**src/hdl/ctrl_params.svh**
```systemverilog
// controller widths and exception cause codes
`ifndef CTRL_PARAMS_SVH
`define CTRL_PARAMS_SVH

//////////////////////////////
// field widths
//////////////////////////////

// interrupt id from the interrupt controller
`define CTRL_IRQ_ID_W 5

// mcause field, one bit wider than the irq id
`define CTRL_CAUSE_W 6

// fetch stage pc selector
`define CTRL_PC_MUX_W 3

// exception vector selector
`define CTRL_EXC_MUX_W 2

//////////////////////////////
// cause codes
//////////////////////////////

// illegal instruction exception
`define CTRL_CAUSE_ILLEGAL 2

// ebreak
`define CTRL_CAUSE_BREAKPOINT 3

// environment call, ored with the current privilege level
// which gives 8 from user mode and 11 from machine mode
`define CTRL_CAUSE_ECALL_BASE 8

`endif

```
**src/hdl/ctrl_pkg.sv**
```systemverilog
// controller types: fsm states, selectors, privilege, decode flags, events, trap outputs
`include "ctrl_params.svh"

package ctrl_pkg;

  // controller fsm states
  typedef enum logic [3:0] {
    RESET,
    BOOT_SET,
    WAIT_SLEEP,
    SLEEP,
    FIRST_FETCH,
    DECODE,
    FLUSH,
    IRQ_TAKEN
  } ctrl_state_e;

  // fetch stage pc source
  typedef enum logic [`CTRL_PC_MUX_W-1:0] {
    PC_BOOT,
    PC_JUMP,
    PC_EXCEPTION,
    PC_ERET
  } pc_sel_e;

  // exception vector offset select
  typedef enum logic [`CTRL_EXC_MUX_W-1:0] {
    EXC_PC_ILLINSN,
    EXC_PC_ECALL,
    EXC_PC_IRQ
  } exc_pc_sel_e;

  typedef enum logic [1:0] {
    PRIV_U = 2'd0,
    PRIV_M = 2'd3
  } priv_lvl_e;

  // raw flags from the id stage decoder
  typedef struct packed {
    logic instr_valid;
    logic branch_set;
    logic jump_set;
    logic mret;
    logic ecall;
    logic pipe_flush;
    logic ebrk;
    logic illegal;
    logic csr_status;
    logic multicycle;
    logic branch_in_id;
  } decode_flags_t;

  // one winning event per decode cycle
  typedef enum logic [2:0] {
    EV_NONE,
    EV_BRANCH,
    EV_JUMP,
    EV_FLUSH,
    EV_IRQ,
    EV_KILL
  } decode_event_e;

  // flush causes, highest priority first
  typedef enum logic [2:0] {
    FL_ECALL,
    FL_ILLEGAL,
    FL_MRET,
    FL_EBRK,
    FL_CSR,
    FL_PIPE
  } flush_kind_e;

  // fsm redirect action handed to the trap encoder
  typedef enum logic [2:0] {
    RD_NONE,
    RD_BOOT,
    RD_JUMP,
    RD_IRQ,
    RD_FLUSH
  } redirect_e;

  // pc redirect, cause and csr strobes towards if stage and csr file
  typedef struct packed {
    logic                     pc_set;
    pc_sel_e                  pc_mux;
    exc_pc_sel_e              exc_pc_mux;
    logic [`CTRL_CAUSE_W-1:0] exc_cause;
    logic [`CTRL_CAUSE_W-1:0] csr_cause;
    logic                     csr_save_if;
    logic                     csr_save_id;
    logic                     csr_save_cause;
    logic                     csr_restore_mret;
    logic                     irq_ack;
    logic                     exc_ack;
  } trap_out_t;

endpackage

```
**src/hdl/ctrl_event_classify.sv**
```systemverilog
// decode event classifier: prioritizes decoder flags and interrupt request into one event
module ctrl_event_classify (
  input  ctrl_pkg::decode_flags_t decode_i,
  input  logic                    irq_req_i,
  input  logic                    m_ie_i,
  output ctrl_pkg::decode_event_e event_o,
  output ctrl_pkg::flush_kind_e   flush_kind_o
);

  // any instruction that needs the pipe emptied
  logic flush_any;
  // interrupt not blocked by the instruction in id
  logic irq_ok;

  assign flush_any = decode_i.ecall | decode_i.illegal | decode_i.mret |
                     decode_i.ebrk | decode_i.csr_status | decode_i.pipe_flush;

  // a multicycle op or a branch in id must finish before an irq cuts in
  assign irq_ok = irq_req_i & ~decode_i.multicycle & ~decode_i.branch_in_id;

  //////////////////////////////
  // event priority
  //////////////////////////////

  always_comb begin
    event_o = ctrl_pkg::EV_NONE;
    if (decode_i.instr_valid) begin
      if (decode_i.branch_set) begin
        event_o = ctrl_pkg::EV_BRANCH;
      end else if (decode_i.jump_set) begin
        event_o = ctrl_pkg::EV_JUMP;
      end else if (flush_any) begin
        event_o = ctrl_pkg::EV_FLUSH;
      end else if (irq_ok && m_ie_i) begin
        event_o = ctrl_pkg::EV_IRQ;
      end else if (irq_ok) begin
        // masked request, only hint the exception logic
        event_o = ctrl_pkg::EV_KILL;
      end
    end else if (irq_req_i && m_ie_i) begin
      // empty id stage, nothing can block the interrupt
      event_o = ctrl_pkg::EV_IRQ;
    end
  end

  //////////////////////////////
  // flush cause priority
  //////////////////////////////

  always_comb begin
    if (decode_i.ecall) begin
      flush_kind_o = ctrl_pkg::FL_ECALL;
    end else if (decode_i.illegal) begin
      flush_kind_o = ctrl_pkg::FL_ILLEGAL;
    end else if (decode_i.mret) begin
      flush_kind_o = ctrl_pkg::FL_MRET;
    end else if (decode_i.ebrk) begin
      flush_kind_o = ctrl_pkg::FL_EBRK;
    end else if (decode_i.csr_status) begin
      flush_kind_o = ctrl_pkg::FL_CSR;
    end else begin
      // pipe flush, also the idle value when no cause is set
      flush_kind_o = ctrl_pkg::FL_PIPE;
    end
  end

endmodule

```
**src/hdl/ctrl_fsm.sv**
```systemverilog
// controller fsm: state register, next state, fetch, halt and busy controls
module ctrl_fsm (
  input  logic                    clk,
  input  logic                    rst_n,
  input  logic                    fetch_enable_i,
  input  logic                    id_ready_i,
  input  logic                    irq_req_i,
  input  logic                    instr_valid_i,
  input  logic                    illegal_i,
  input  ctrl_pkg::decode_event_e event_i,
  input  ctrl_pkg::flush_kind_e   flush_kind_i,
  output ctrl_pkg::redirect_e     redirect_o,
  output ctrl_pkg::flush_kind_e   flush_kind_o,
  output logic                    instr_req_o,
  output logic                    ctrl_busy_o,
  output logic                    first_fetch_o,
  output logic                    is_decoding_o,
  output logic                    halt_if_o,
  output logic                    halt_id_o,
  output logic                    deassert_we_o,
  output logic                    exc_kill_o
);

  ctrl_pkg::ctrl_state_e state_q;
  ctrl_pkg::ctrl_state_e state_d;
  // flush cause held for the single flush cycle
  ctrl_pkg::flush_kind_e flush_q;

  //////////////////////////////
  // next state and controls
  //////////////////////////////

  always_comb begin
    state_d       = state_q;
    redirect_o    = ctrl_pkg::RD_NONE;
    instr_req_o   = 1'b1;
    ctrl_busy_o   = 1'b1;
    first_fetch_o = 1'b0;
    is_decoding_o = 1'b0;
    halt_if_o     = 1'b0;
    halt_id_o     = 1'b0;
    exc_kill_o    = 1'b0;

    case (state_q)
      // out of reset, wait for fetch enable
      ctrl_pkg::RESET: begin
        ctrl_busy_o = 1'b0;
        instr_req_o = 1'b0;
        if (fetch_enable_i) begin
          state_d = ctrl_pkg::BOOT_SET;
        end
      end

      // load the boot address into the fetch pc
      ctrl_pkg::BOOT_SET: begin
        redirect_o = ctrl_pkg::RD_BOOT;
        state_d    = ctrl_pkg::FIRST_FETCH;
      end

      // one idle cycle before sleeping
      ctrl_pkg::WAIT_SLEEP: begin
        ctrl_busy_o = 1'b0;
        instr_req_o = 1'b0;
        halt_if_o   = 1'b1;
        halt_id_o   = 1'b1;
        state_d     = ctrl_pkg::SLEEP;
      end

      ctrl_pkg::SLEEP: begin
        ctrl_busy_o = 1'b0;
        instr_req_o = 1'b0;
        halt_if_o   = 1'b1;
        halt_id_o   = 1'b1;
        // wake on fetch enable or any pending interrupt, masked or not
        if (fetch_enable_i || irq_req_i) begin
          state_d = ctrl_pkg::FIRST_FETCH;
        end
      end

      ctrl_pkg::FIRST_FETCH: begin
        first_fetch_o = 1'b1;
        // hold while the if stage misses
        if (id_ready_i) begin
          state_d = ctrl_pkg::DECODE;
        end
        // pipe is empty here, so an enabled irq goes straight in
        if (event_i == ctrl_pkg::EV_IRQ) begin
          halt_if_o = 1'b1;
          halt_id_o = 1'b1;
          state_d   = ctrl_pkg::IRQ_TAKEN;
        end
      end

      ctrl_pkg::DECODE: begin
        is_decoding_o = instr_valid_i;
        case (event_i)
          // taken branch and jump redirect in the decode cycle itself
          ctrl_pkg::EV_BRANCH,
          ctrl_pkg::EV_JUMP: begin
            redirect_o = ctrl_pkg::RD_JUMP;
          end
          ctrl_pkg::EV_FLUSH: begin
            halt_if_o = 1'b1;
            halt_id_o = 1'b1;
            state_d   = ctrl_pkg::FLUSH;
          end
          ctrl_pkg::EV_IRQ: begin
            halt_if_o = 1'b1;
            halt_id_o = 1'b1;
            state_d   = ctrl_pkg::IRQ_TAKEN;
          end
          ctrl_pkg::EV_KILL: begin
            exc_kill_o = 1'b1;
          end
          default: begin
          end
        endcase
      end

      // jump to the irq vector and acknowledge
      ctrl_pkg::IRQ_TAKEN: begin
        redirect_o = ctrl_pkg::RD_IRQ;
        state_d    = ctrl_pkg::DECODE;
      end

      // pipe is flushed, apply the latched cause
      ctrl_pkg::FLUSH: begin
        redirect_o = ctrl_pkg::RD_FLUSH;
        halt_if_o  = ~fetch_enable_i;
        halt_id_o  = 1'b1;
        if (!fetch_enable_i &&
            (flush_q == ctrl_pkg::FL_MRET || flush_q == ctrl_pkg::FL_PIPE)) begin
          state_d = ctrl_pkg::WAIT_SLEEP;
        end else begin
          state_d = ctrl_pkg::DECODE;
        end
      end

      // unused encodings fall back to reset
      default: begin
        instr_req_o = 1'b0;
        state_d     = ctrl_pkg::RESET;
      end
    endcase
  end

  // no register writes outside decode or for an illegal opcode
  assign deassert_we_o = ~is_decoding_o | illegal_i;

  assign flush_kind_o = flush_q;

  //////////////////////////////
  // registers
  //////////////////////////////

  always_ff @(posedge clk or negedge rst_n) begin
    if (!rst_n) begin
      state_q <= ctrl_pkg::RESET;
      flush_q <= ctrl_pkg::FL_ECALL;
    end else begin
      state_q <= state_d;
      // capture the winning cause as the fsm enters flush
      if (state_q == ctrl_pkg::DECODE && event_i == ctrl_pkg::EV_FLUSH) begin
        flush_q <= flush_kind_i;
      end
    end
  end

endmodule

```
**src/hdl/ctrl_trap_encode.sv**
```systemverilog
// trap encoder: maps the fsm redirect to pc selects, exception causes and csr strobes
`include "ctrl_params.svh"

module ctrl_trap_encode (
  input  ctrl_pkg::redirect_e          redirect_i,
  input  ctrl_pkg::flush_kind_e        flush_kind_i,
  input  logic [`CTRL_IRQ_ID_W-1:0]    irq_id_i,
  input  ctrl_pkg::priv_lvl_e          m_prv_i,
  output ctrl_pkg::trap_out_t          trap_o
);

  // ecall cause depends on the privilege it was issued from
  logic [`CTRL_CAUSE_W-1:0] ecall_cause;
  // irq cause, top bit marks an interrupt in mcause
  logic [`CTRL_CAUSE_W-1:0] irq_cause;

  assign ecall_cause = `CTRL_CAUSE_W'(`CTRL_CAUSE_ECALL_BASE) | `CTRL_CAUSE_W'(m_prv_i);

  always_comb begin
    irq_cause                   = `CTRL_CAUSE_W'(irq_id_i);
    irq_cause[`CTRL_CAUSE_W-1]  = 1'b1;
  end

  always_comb begin
    trap_o            = '0;
    trap_o.pc_mux     = ctrl_pkg::PC_BOOT;
    trap_o.exc_pc_mux = ctrl_pkg::EXC_PC_IRQ;

    case (redirect_i)
      ctrl_pkg::RD_BOOT: begin
        trap_o.pc_set = 1'b1;
        trap_o.pc_mux = ctrl_pkg::PC_BOOT;
      end

      ctrl_pkg::RD_JUMP: begin
        trap_o.pc_set = 1'b1;
        trap_o.pc_mux = ctrl_pkg::PC_JUMP;
      end

      // save the if pc, id is already halted
      ctrl_pkg::RD_IRQ: begin
        trap_o.pc_set         = 1'b1;
        trap_o.pc_mux         = ctrl_pkg::PC_EXCEPTION;
        trap_o.exc_pc_mux     = ctrl_pkg::EXC_PC_IRQ;
        trap_o.exc_cause      = `CTRL_CAUSE_W'(irq_id_i);
        trap_o.csr_cause      = irq_cause;
        trap_o.csr_save_if    = 1'b1;
        trap_o.csr_save_cause = 1'b1;
        trap_o.irq_ack        = 1'b1;
        trap_o.exc_ack        = 1'b1;
      end

      ctrl_pkg::RD_FLUSH: begin
        case (flush_kind_i)
          // synchronous exceptions save the id pc
          ctrl_pkg::FL_ECALL: begin
            trap_o.pc_set         = 1'b1;
            trap_o.pc_mux         = ctrl_pkg::PC_EXCEPTION;
            trap_o.exc_pc_mux     = ctrl_pkg::EXC_PC_ECALL;
            trap_o.exc_cause      = ecall_cause;
            trap_o.csr_cause      = ecall_cause;
            trap_o.csr_save_id    = 1'b1;
            trap_o.csr_save_cause = 1'b1;
          end
          ctrl_pkg::FL_ILLEGAL: begin
            trap_o.pc_set         = 1'b1;
            trap_o.pc_mux         = ctrl_pkg::PC_EXCEPTION;
            trap_o.exc_pc_mux     = ctrl_pkg::EXC_PC_ILLINSN;
            trap_o.exc_cause      = `CTRL_CAUSE_W'(`CTRL_CAUSE_ILLEGAL);
            trap_o.csr_cause      = `CTRL_CAUSE_W'(`CTRL_CAUSE_ILLEGAL);
            trap_o.csr_save_id    = 1'b1;
            trap_o.csr_save_cause = 1'b1;
          end
          // return to mepc and restore the interrupt enable
          ctrl_pkg::FL_MRET: begin
            trap_o.pc_set           = 1'b1;
            trap_o.pc_mux           = ctrl_pkg::PC_ERET;
            trap_o.csr_restore_mret = 1'b1;
          end
          // cause only, the fetch path is left alone
          ctrl_pkg::FL_EBRK: begin
            trap_o.exc_cause = `CTRL_CAUSE_W'(`CTRL_CAUSE_BREAKPOINT);
          end
          // csr status and pipe flush just drain the pipe
          default: begin
          end
        endcase
      end

      default: begin
      end
    endcase
  end

endmodule

```
**src/hdl/ctrl_top.sv**
```systemverilog
// controller top: event classifier, fsm and trap encoder
`include "ctrl_params.svh"

module ctrl_top (
  input  logic                       clk,
  input  logic                       rst_n,
  input  logic                       fetch_enable_i,
  input  logic                       id_ready_i,
  input  logic                       irq_req_i,
  input  logic                       m_ie_i,
  input  logic [`CTRL_IRQ_ID_W-1:0]  irq_id_i,
  input  ctrl_pkg::priv_lvl_e        m_prv_i,
  input  ctrl_pkg::decode_flags_t    decode_i,
  output logic                       instr_req_o,
  output logic                       ctrl_busy_o,
  output logic                       first_fetch_o,
  output logic                       is_decoding_o,
  output logic                       halt_if_o,
  output logic                       halt_id_o,
  output logic                       deassert_we_o,
  output logic                       exc_kill_o,
  output ctrl_pkg::trap_out_t        trap_o,
  output logic [`CTRL_IRQ_ID_W-1:0]  irq_id_o
);

  // classifier to fsm
  ctrl_pkg::decode_event_e event_w;
  ctrl_pkg::flush_kind_e   flush_kind_w;
  // fsm to trap encoder
  ctrl_pkg::redirect_e     redirect_w;
  ctrl_pkg::flush_kind_e   flush_held_w;

  ctrl_event_classify u_classify (
    .decode_i     (decode_i),
    .irq_req_i    (irq_req_i),
    .m_ie_i       (m_ie_i),
    .event_o      (event_w),
    .flush_kind_o (flush_kind_w)
  );

  ctrl_fsm u_fsm (
    .clk            (clk),
    .rst_n          (rst_n),
    .fetch_enable_i (fetch_enable_i),
    .id_ready_i     (id_ready_i),
    .irq_req_i      (irq_req_i),
    .instr_valid_i  (decode_i.instr_valid),
    .illegal_i      (decode_i.illegal),
    .event_i        (event_w),
    .flush_kind_i   (flush_kind_w),
    .redirect_o     (redirect_w),
    .flush_kind_o   (flush_held_w),
    .instr_req_o    (instr_req_o),
    .ctrl_busy_o    (ctrl_busy_o),
    .first_fetch_o  (first_fetch_o),
    .is_decoding_o  (is_decoding_o),
    .halt_if_o      (halt_if_o),
    .halt_id_o      (halt_id_o),
    .deassert_we_o  (deassert_we_o),
    .exc_kill_o     (exc_kill_o)
  );

  ctrl_trap_encode u_trap (
    .redirect_i   (redirect_w),
    .flush_kind_i (flush_held_w),
    .irq_id_i     (irq_id_i),
    .m_prv_i      (m_prv_i),
    .trap_o       (trap_o)
  );

  // id goes back to the interrupt controller with the ack
  assign irq_id_o = irq_id_i;

endmodule

```
**config.mk**
```make
export PLATFORM = sky130hd
export DESIGN_NAME = ctrl_top
export DESIGN_NICKNAME = d
export VERILOG_FILES = /design/src/hdl/ctrl_pkg.sv /design/src/hdl/ctrl_event_classify.sv /design/src/hdl/ctrl_fsm.sv /design/src/hdl/ctrl_trap_encode.sv /design/src/hdl/ctrl_top.sv
export VERILOG_INCLUDE_DIRS = /design/src /design/src/hdl
export SDC_FILE = /design/constraint.sdc
export NUM_CORES = 1
export LEC_CHECK = 0
export ABC_AREA = 1
export BUFFER_PORTS_ARGS = -buffer_cell sky130_fd_sc_hd__buf_2
export CELL_PAD_IN_SITES_DETAIL_PLACEMENT = 1
export CELL_PAD_IN_SITES_GLOBAL_PLACEMENT = 1
export CORE_UTILIZATION = 24
export CTS_CLUSTER_DIAMETER = 150
export CTS_CLUSTER_SIZE = 20
export DETAILED_ROUTE_END_ITERATION = 16
export PLACE_DENSITY = 0.78
export SYNTH_ARGS = -nofsm -noshare
export SYNTH_HDL_FRONTEND = slang
export SYNTH_HIERARCHICAL = 1
export SYNTH_SLANG_ARGS = --single-unit
```
**constraint.sdc**
```tcl
create_clock -name clk -period 2 [get_ports clk]
set_input_delay 0.3 -clock clk [delete_from_list [all_inputs] [get_ports clk]]
set_output_delay 0.3 -clock clk [all_outputs]
set_load 0.01 [all_outputs]
```
==> results.yml, run 1 <==
worst_hold_path:
  hold_path.class: "input port to async pin"
grt:
  grt_pass1_vias: 1391
  antenna_violations_before_repair: 0
  grt_start_max_net_pins: 9
  grt_first_pass_wirelength_microns: 5530
  groute.usage.overall: 0.155
  globalRouteOverflowTotal: 0
final_layout:
  layout.filler_cells: 554
  area.growth.synth_to_final_pct: 71.6
  total_area_of_multi_input_combinational_cells_sq_um: 776
  ff_latch_area_sq_um: 150
  nNetsFinal: 296
  drive_gt1_frac: 0.507
  num_antenna_cells: 0
  fin_area_sq_um: 1770
detailed_routing:
  drt_first_iter_violations: 12
  post_drt_wl_per_cell_microns: 10.9
  drtAntennaViolNets: 0
  drt_first_pass_iters: 4
  route.detailed.vias_per_inst: 4.46
  routed-via-count: 1426
  route.detailed.drc: 0
  routed_wirelength_microns: 3500
sta:
  maxClockFrequency_mhz: 442
  period_minus_slack_ns: 2.26
  postLayoutSetupSlackWorst_ns: -0.261
  fin_hold_ws_ns: 0.430
  rsz0062_at_grt: "yes"
  share_of_the_clock_period_used_by_the_worst_path_after_layout: 1.13
  final-max-slew-violation-count: 0
  timing.final.hold_violations: 0
  final.setup_skew_ns: 0.00130
  finalSetupViolations: 24
flow_run:
  maxCapViolations: 0
place:
  gp_congestion: 0.872
  port-buffer-count: 58
  place_worst_setup_slack_ns: -0.431
  post-dp-hpwl_microns: 2900
  dpl-instance-area_sq_um: 1560
critical_path:
  critical_path.endpoint_type: "output port"
  critical_path_data_arrival_time_ns: 1.96
  worstReg2RegEnd: "u_fsm/state_q[0]"
  timing.critical_path.required_ns: 1.70
  criticalPathCategory: "input port to output port"
  timing.reg2reg.setup_slack_ns: 0.42
  start_kind: "input port"
  crit_path_max_fanout: 6
  worst_r2r_startpoint: "u_fsm/state_q[1]"
  timing.reg2reg.worst_path_depth: 12
synth:
  postSynthAreaPerCell_sq_um: 5.52
  post_synth_inst_count: 187
  synthDistinctLibCells: 28
  synth_enable_flop_cells: 0
  synth_flop_cell: "dfrtp_1"
  synth_area_sq_um: 1030
  synth.ff_latch_count: 6
  yosys_warn_count: 6
  yosysSeqAreaShare: 0.145
  asyncSetResetFlopFracSynth: 1.00
floorplan:
  rows: 23
  die_h_microns: 67.6
  floorplan.die.width_microns: 67.6
  core_region_area_sq_um: 4060
  die_area_sq_um: 4570
  number_of_top_level_pins: 61
  start_util: 0.254
clocking:
  cts.reportedPaths.clkPinSlew_ns: 0.03
  clockRootBuffer: "clkbuf_8"
  tritoncts: "yes"
  cts_buffer_depth: 2
  cts_htree_levels: 1
  number_of_clock_sinks: 6
  tritoncts.num_buffers: 3
  worst_skew_pair.late_latency_ns: 0.22
pwr:
  peakVddDrop_uv: 236
  p_total_mw: 1.67
  powerDensity_nw_per_um2: 940
  total_leakage_power_nw: 1.05
run_status:
  violations: "setup timing"
  outcome: "finished, violations left"
## metal layers
layer,track usage,share of wire
met5,0,0
met4,0.0718,0.024
met3,0.0169,0.062
met2,0.307,0.53
met1,0.157,0.38
## cell type report
type                            count  area share
Multi-Input combinational cell    132       0.438
Sequential cell                     6      0.0847
Timing Repair Buffer               92       0.338
Clock buffer                        3      0.0233
Inverter                           37      0.0812
Tap cell                           50      0.0353
## sequential cells by signal (all words and copies together) (netlist names)
register and count:
u_fsm/flush_kind_o 3, u_fsm/state_q 3
## through the flow
stage / utilization / instances / setup TNS [ns]
global placement: 0.384 / 310 / -6.13
floorplan: - / 188 / -0.729
CTS: 0.423 / 319 / -4.51
global route: 0.437 / 320 / -8.64
detailed placement: 0.384 / 310 / -7.72
finish: 0.437 / 320 / -4.84
## critical path: stages
cell and delay [ns]:
buf_6 0.09, or2_4 0.26, nor3_4 0.23, nor3_4 0.07, nand2_1 0.07, nand2_2 0.06, o31ai_4 0.22, nand2_2 0.11
nor2_4 0.24, nand2_2 0.11, o21ai_2 0.06, buf_2 0.14
## cells in the final DEF (no fill, tap or decap), types with 2 or more instances in the layout
cell type / n
inv_2: 2
nand3_1: 19
conb_1: 2
o21ai_0: 8
a21oi_1: 4
inv_4: 2
clkbuf_8: 3
buf_4: 32
buf_2: 52
nand3_2: 2
inv_1: 32
o21ai_2: 3
nor2_2: 7
nor3_4: 2
nor2_4: 7
nand2_4: 2
buf_6: 6
nor3_1: 2
dfrtp_1: 6
nand2_1: 41
nor2_1: 12
nand2_2: 11
## what timing repair did
action	in CTS	in global routing
pin swaps	5	4
setup buffers	5	1
hold buffers	1	0
cloned	0	0
setup endpoints to repair	24	26
hold endpoints to repair	6	0
resized for setup	20	11
## cells by family (layout without fill, tap and decap cells)
family	Yosys count	count (layout)	synth area share
AO/OA/AOI/OAI	19	19	0.0994
buffers and inverters	50	132	0.232
flip-flops	6	6	0.145
other	1	2	0.00363
AND/OR/NAND/NOR	111	111	0.520
## power by group
part | switching (mW) | total [mW] | internal (mW)
clock | 0.0469 | 0.176 | 0.129
sequential | 0.0612 | 0.226 | 0.165
combinational | 0.733 | 1.26 | 0.530
total | 0.841 | 1.67 | 0.824
## cell usage after synthesis, types with 2 or more instances
master,count,area share
nand2_1,51,0.19
o21ai_0,11,0.053
a21oi_1,5,0.024
buf_4,13,0.095
inv_1,34,0.12
nand3_1,20,0.097
nor2_1,22,0.080
nor3_1,3,0.015
dfrtp_1,6,0.15
nor2_4,3,0.033
nand2_2,2,0.012
## worst max-delay path by stage
stage,start,to,slack (ns)
finish,decode_i[2],trap_o[6],-0.26
global route,decode_i[2],trap_o[15],-0.43
CTS,decode_i[2],trap_o[12],-0.28
detailed placement,decode_i[7],trap_o[12],-0.43
global placement,decode_i[7],trap_o[7],-0.35
floorplan,decode_i[2],trap_o[14],-0.15
No activity file was read; power rests on OpenSTA's default activity.
==> run 2: changes to the inputs <==
- CORE_ASPECT_RATIO: default -> 0.6
==> run 2 against run 1 <==
  * Sequential cell count did not move
  * Via count grew 6.7%
  * Largest power group unchanged
  * The run still ends with setup timing left
  * Final cell count increased by 7.2%
  * Critical endpoint unchanged
  * Setup slack lost 0.16 ns
  * Sequential share of layout area fell by 0.71 points
==> results.yml, run 2 (synthesized netlist as in run 1, its figures left out) <==
clocking:
  cts.reportedPaths.clkPinSlew_ns: 0.04
  cts_htree_levels: 1
  clockRootBuffer: "clkbuf_8"
  number_of_clock_sinks: 6
  tritoncts: "yes"
  tritoncts.num_buffers: 3
  worst_skew_pair.late_latency_ns: 0.23
  cts_buffer_depth: 2
sta:
  timing.final.hold_violations: 0
  final-max-slew-violation-count: 0
  period_minus_slack_ns: 2.42
  share_of_the_clock_period_used_by_the_worst_path_after_layout: 1.21
  postLayoutSetupSlackWorst_ns: -0.419
  finalSetupViolations: 25
  final.setup_skew_ns: 0.00375
  maxClockFrequency_mhz: 413
  rsz0062_at_grt: "yes"
  total_neg_setup_slack_ns: -8.04
critical_path:
  start_kind: "input port"
  crit_path_max_fanout: 5
  critical-path-top-delay-family: "simple AND/OR/NAND/NOR gates"
  worstSetupPathDepth: 14
  crit_path_cell_trace: "buf_6 > or2_4 > nor2_4 > nand2_2 > nand2_2 > a21oi_4 > nand2_1 > nand2_2 > o31ai_4 > nand2_2 > nor2_4 > nand2_2 > o21ai_2 > buf_2"
  worstPathBufferInverterCount: 2
  timing.reg2reg.worst_path_depth: 10
  slowest_delay_ns: 0.26
  critical-path-slowest-cell: "or2_4"
  timing.critical_path.required_ns: 1.70
  worst_path_most_repeated_cell: "nand2_2"
  critical_path.endpoint_type: "output port"
  criticalPathCategory: "input port to output port"
  critical_path_data_arrival_time_ns: 2.12
final_layout:
  layoutNonFillerInstCount: 343
  nNetsFinal: 309
  layout.filler_cells: 568
  drive_gt1_frac: 0.562
  area.growth.synth_to_final_pct: 87.4
  layout.cells.most_common_list: "buf_2, buf_4, nand2_1"
  num_antenna_cells: 0
  layout.cells.most_common: "buf_2"
  final_core_util: 0.469
pwr:
  powerDensity_nw_per_um2: 938
  p_total_mw: 1.82
  total_leakage_power_nw: 1.11
  peakVddDrop_uv: 317
grt:
  globalRouteOverflowTotal: 0
  grt_first_pass_wirelength_microns: 7000
  grt_pass1_vias: 1495
  antenna_violations_before_repair: 0
  groute.usage.overall: 0.206
  grt_start_max_net_pins: 9
detailed_routing:
  routed_wirelength_microns: 4590
  drtAntennaViolNets: 0
  drt_first_pass_iters: 4
  route.detailed.drc: 0
  post_drt_wl_per_cell_microns: 13.4
  route.detailed.vias_per_inst: 4.43
  drt_first_iter_violations: 48
  routed-via-count: 1521
place:
  gp_congestion: 0.925
  port-buffer-count: 58
  post-dp-hpwl_microns: 3360
  placed_cell_count: 323
flow_run:
  maxCapViolations: 0
floorplan:
  die_h_microns: 52.8
  number_of_top_level_pins: 61
  die_area_sq_um: 4580
  rows: 18
  floorplan.die.width_microns: 86.7
  core_region_area_sq_um: 4120
  start_util: 0.250
run_status:
  outcome: "finished, violations left"
  violations: "setup timing"
worst_hold_path:
  hold_path.class: "input port to async pin"
## run 2: final timing paths
path | from | endpoint | slack, ns
worst max-delay path | decode_i[5] | trap_o[6] | -0.42
worst min register to register | u_fsm/flush_kind_o[2] | u_fsm/flush_kind_o[2] | 0.59
min in group clk | fetch_enable_i | u_fsm/state_q[1] | 0.49
worst min-delay path | rst_n | u_fsm/state_q[2] | 0.43
worst max register to register | u_fsm/state_q[1] | u_fsm/state_q[0] | 0.47
max in group asynchronous | rst_n | u_fsm/flush_kind_o[1] | 1.41
## run 2: report_power, final
part / internal [mW] / leakage [nW] / switching [mW]
combinational: 0.576 / 1.01 / 0.823
clock: 0.130 / 0.0216 / 0.0573
sequential: 0.165 / 0.0723 / 0.0644
## run 2: repair_timing
action / in CTS / in global routing
gates resized for setup: 30 / 20
gates cloned: 0 / 0
pin swaps: 17 / 15
hold endpoints to repair: 6 / 0
hold buffers: 1 / 0
endpoints found under the setup margin: 24 / 26
buffers inserted: 15 / 1
## run 2: layout make-up
cell class,instances,area (sq um),area share
Clock buffer,3,41.3,0.0213
Inverter,37,146,0.0757
Multi-Input combinational cell,132,807,0.417
Sequential cell,6,150,0.0776
Tap cell,60,75.1,0.0388
Timing Repair Buffer,105,714,0.369
## run 2: through the flow
step	hold WS, ns	worst slack [ns]	instance area [sq um]
after floorplan	0.00441	-0.153	1090
after global placement	0.136	-0.319	1580
after detailed placement	0.139	-0.401	1580
after CTS	0.425	-0.289	1840
after global routing	0.448	-0.517	1930
final	0.434	-0.419	1930
## run 2: per-layer routing
layer | GRT usage | wire (microns) | vias up | part of all wire
met4 | 0.0500 | 61 | 0 | 0.013
met5 | 0 | 0 | - | 0
met1 | 0.264 | 2130 | 717 | 0.46
li1 | - | - | 759 | -
met3 | 0.0378 | 173 | 6 | 0.038
met2 | 0.361 | 2220 | 39 | 0.48
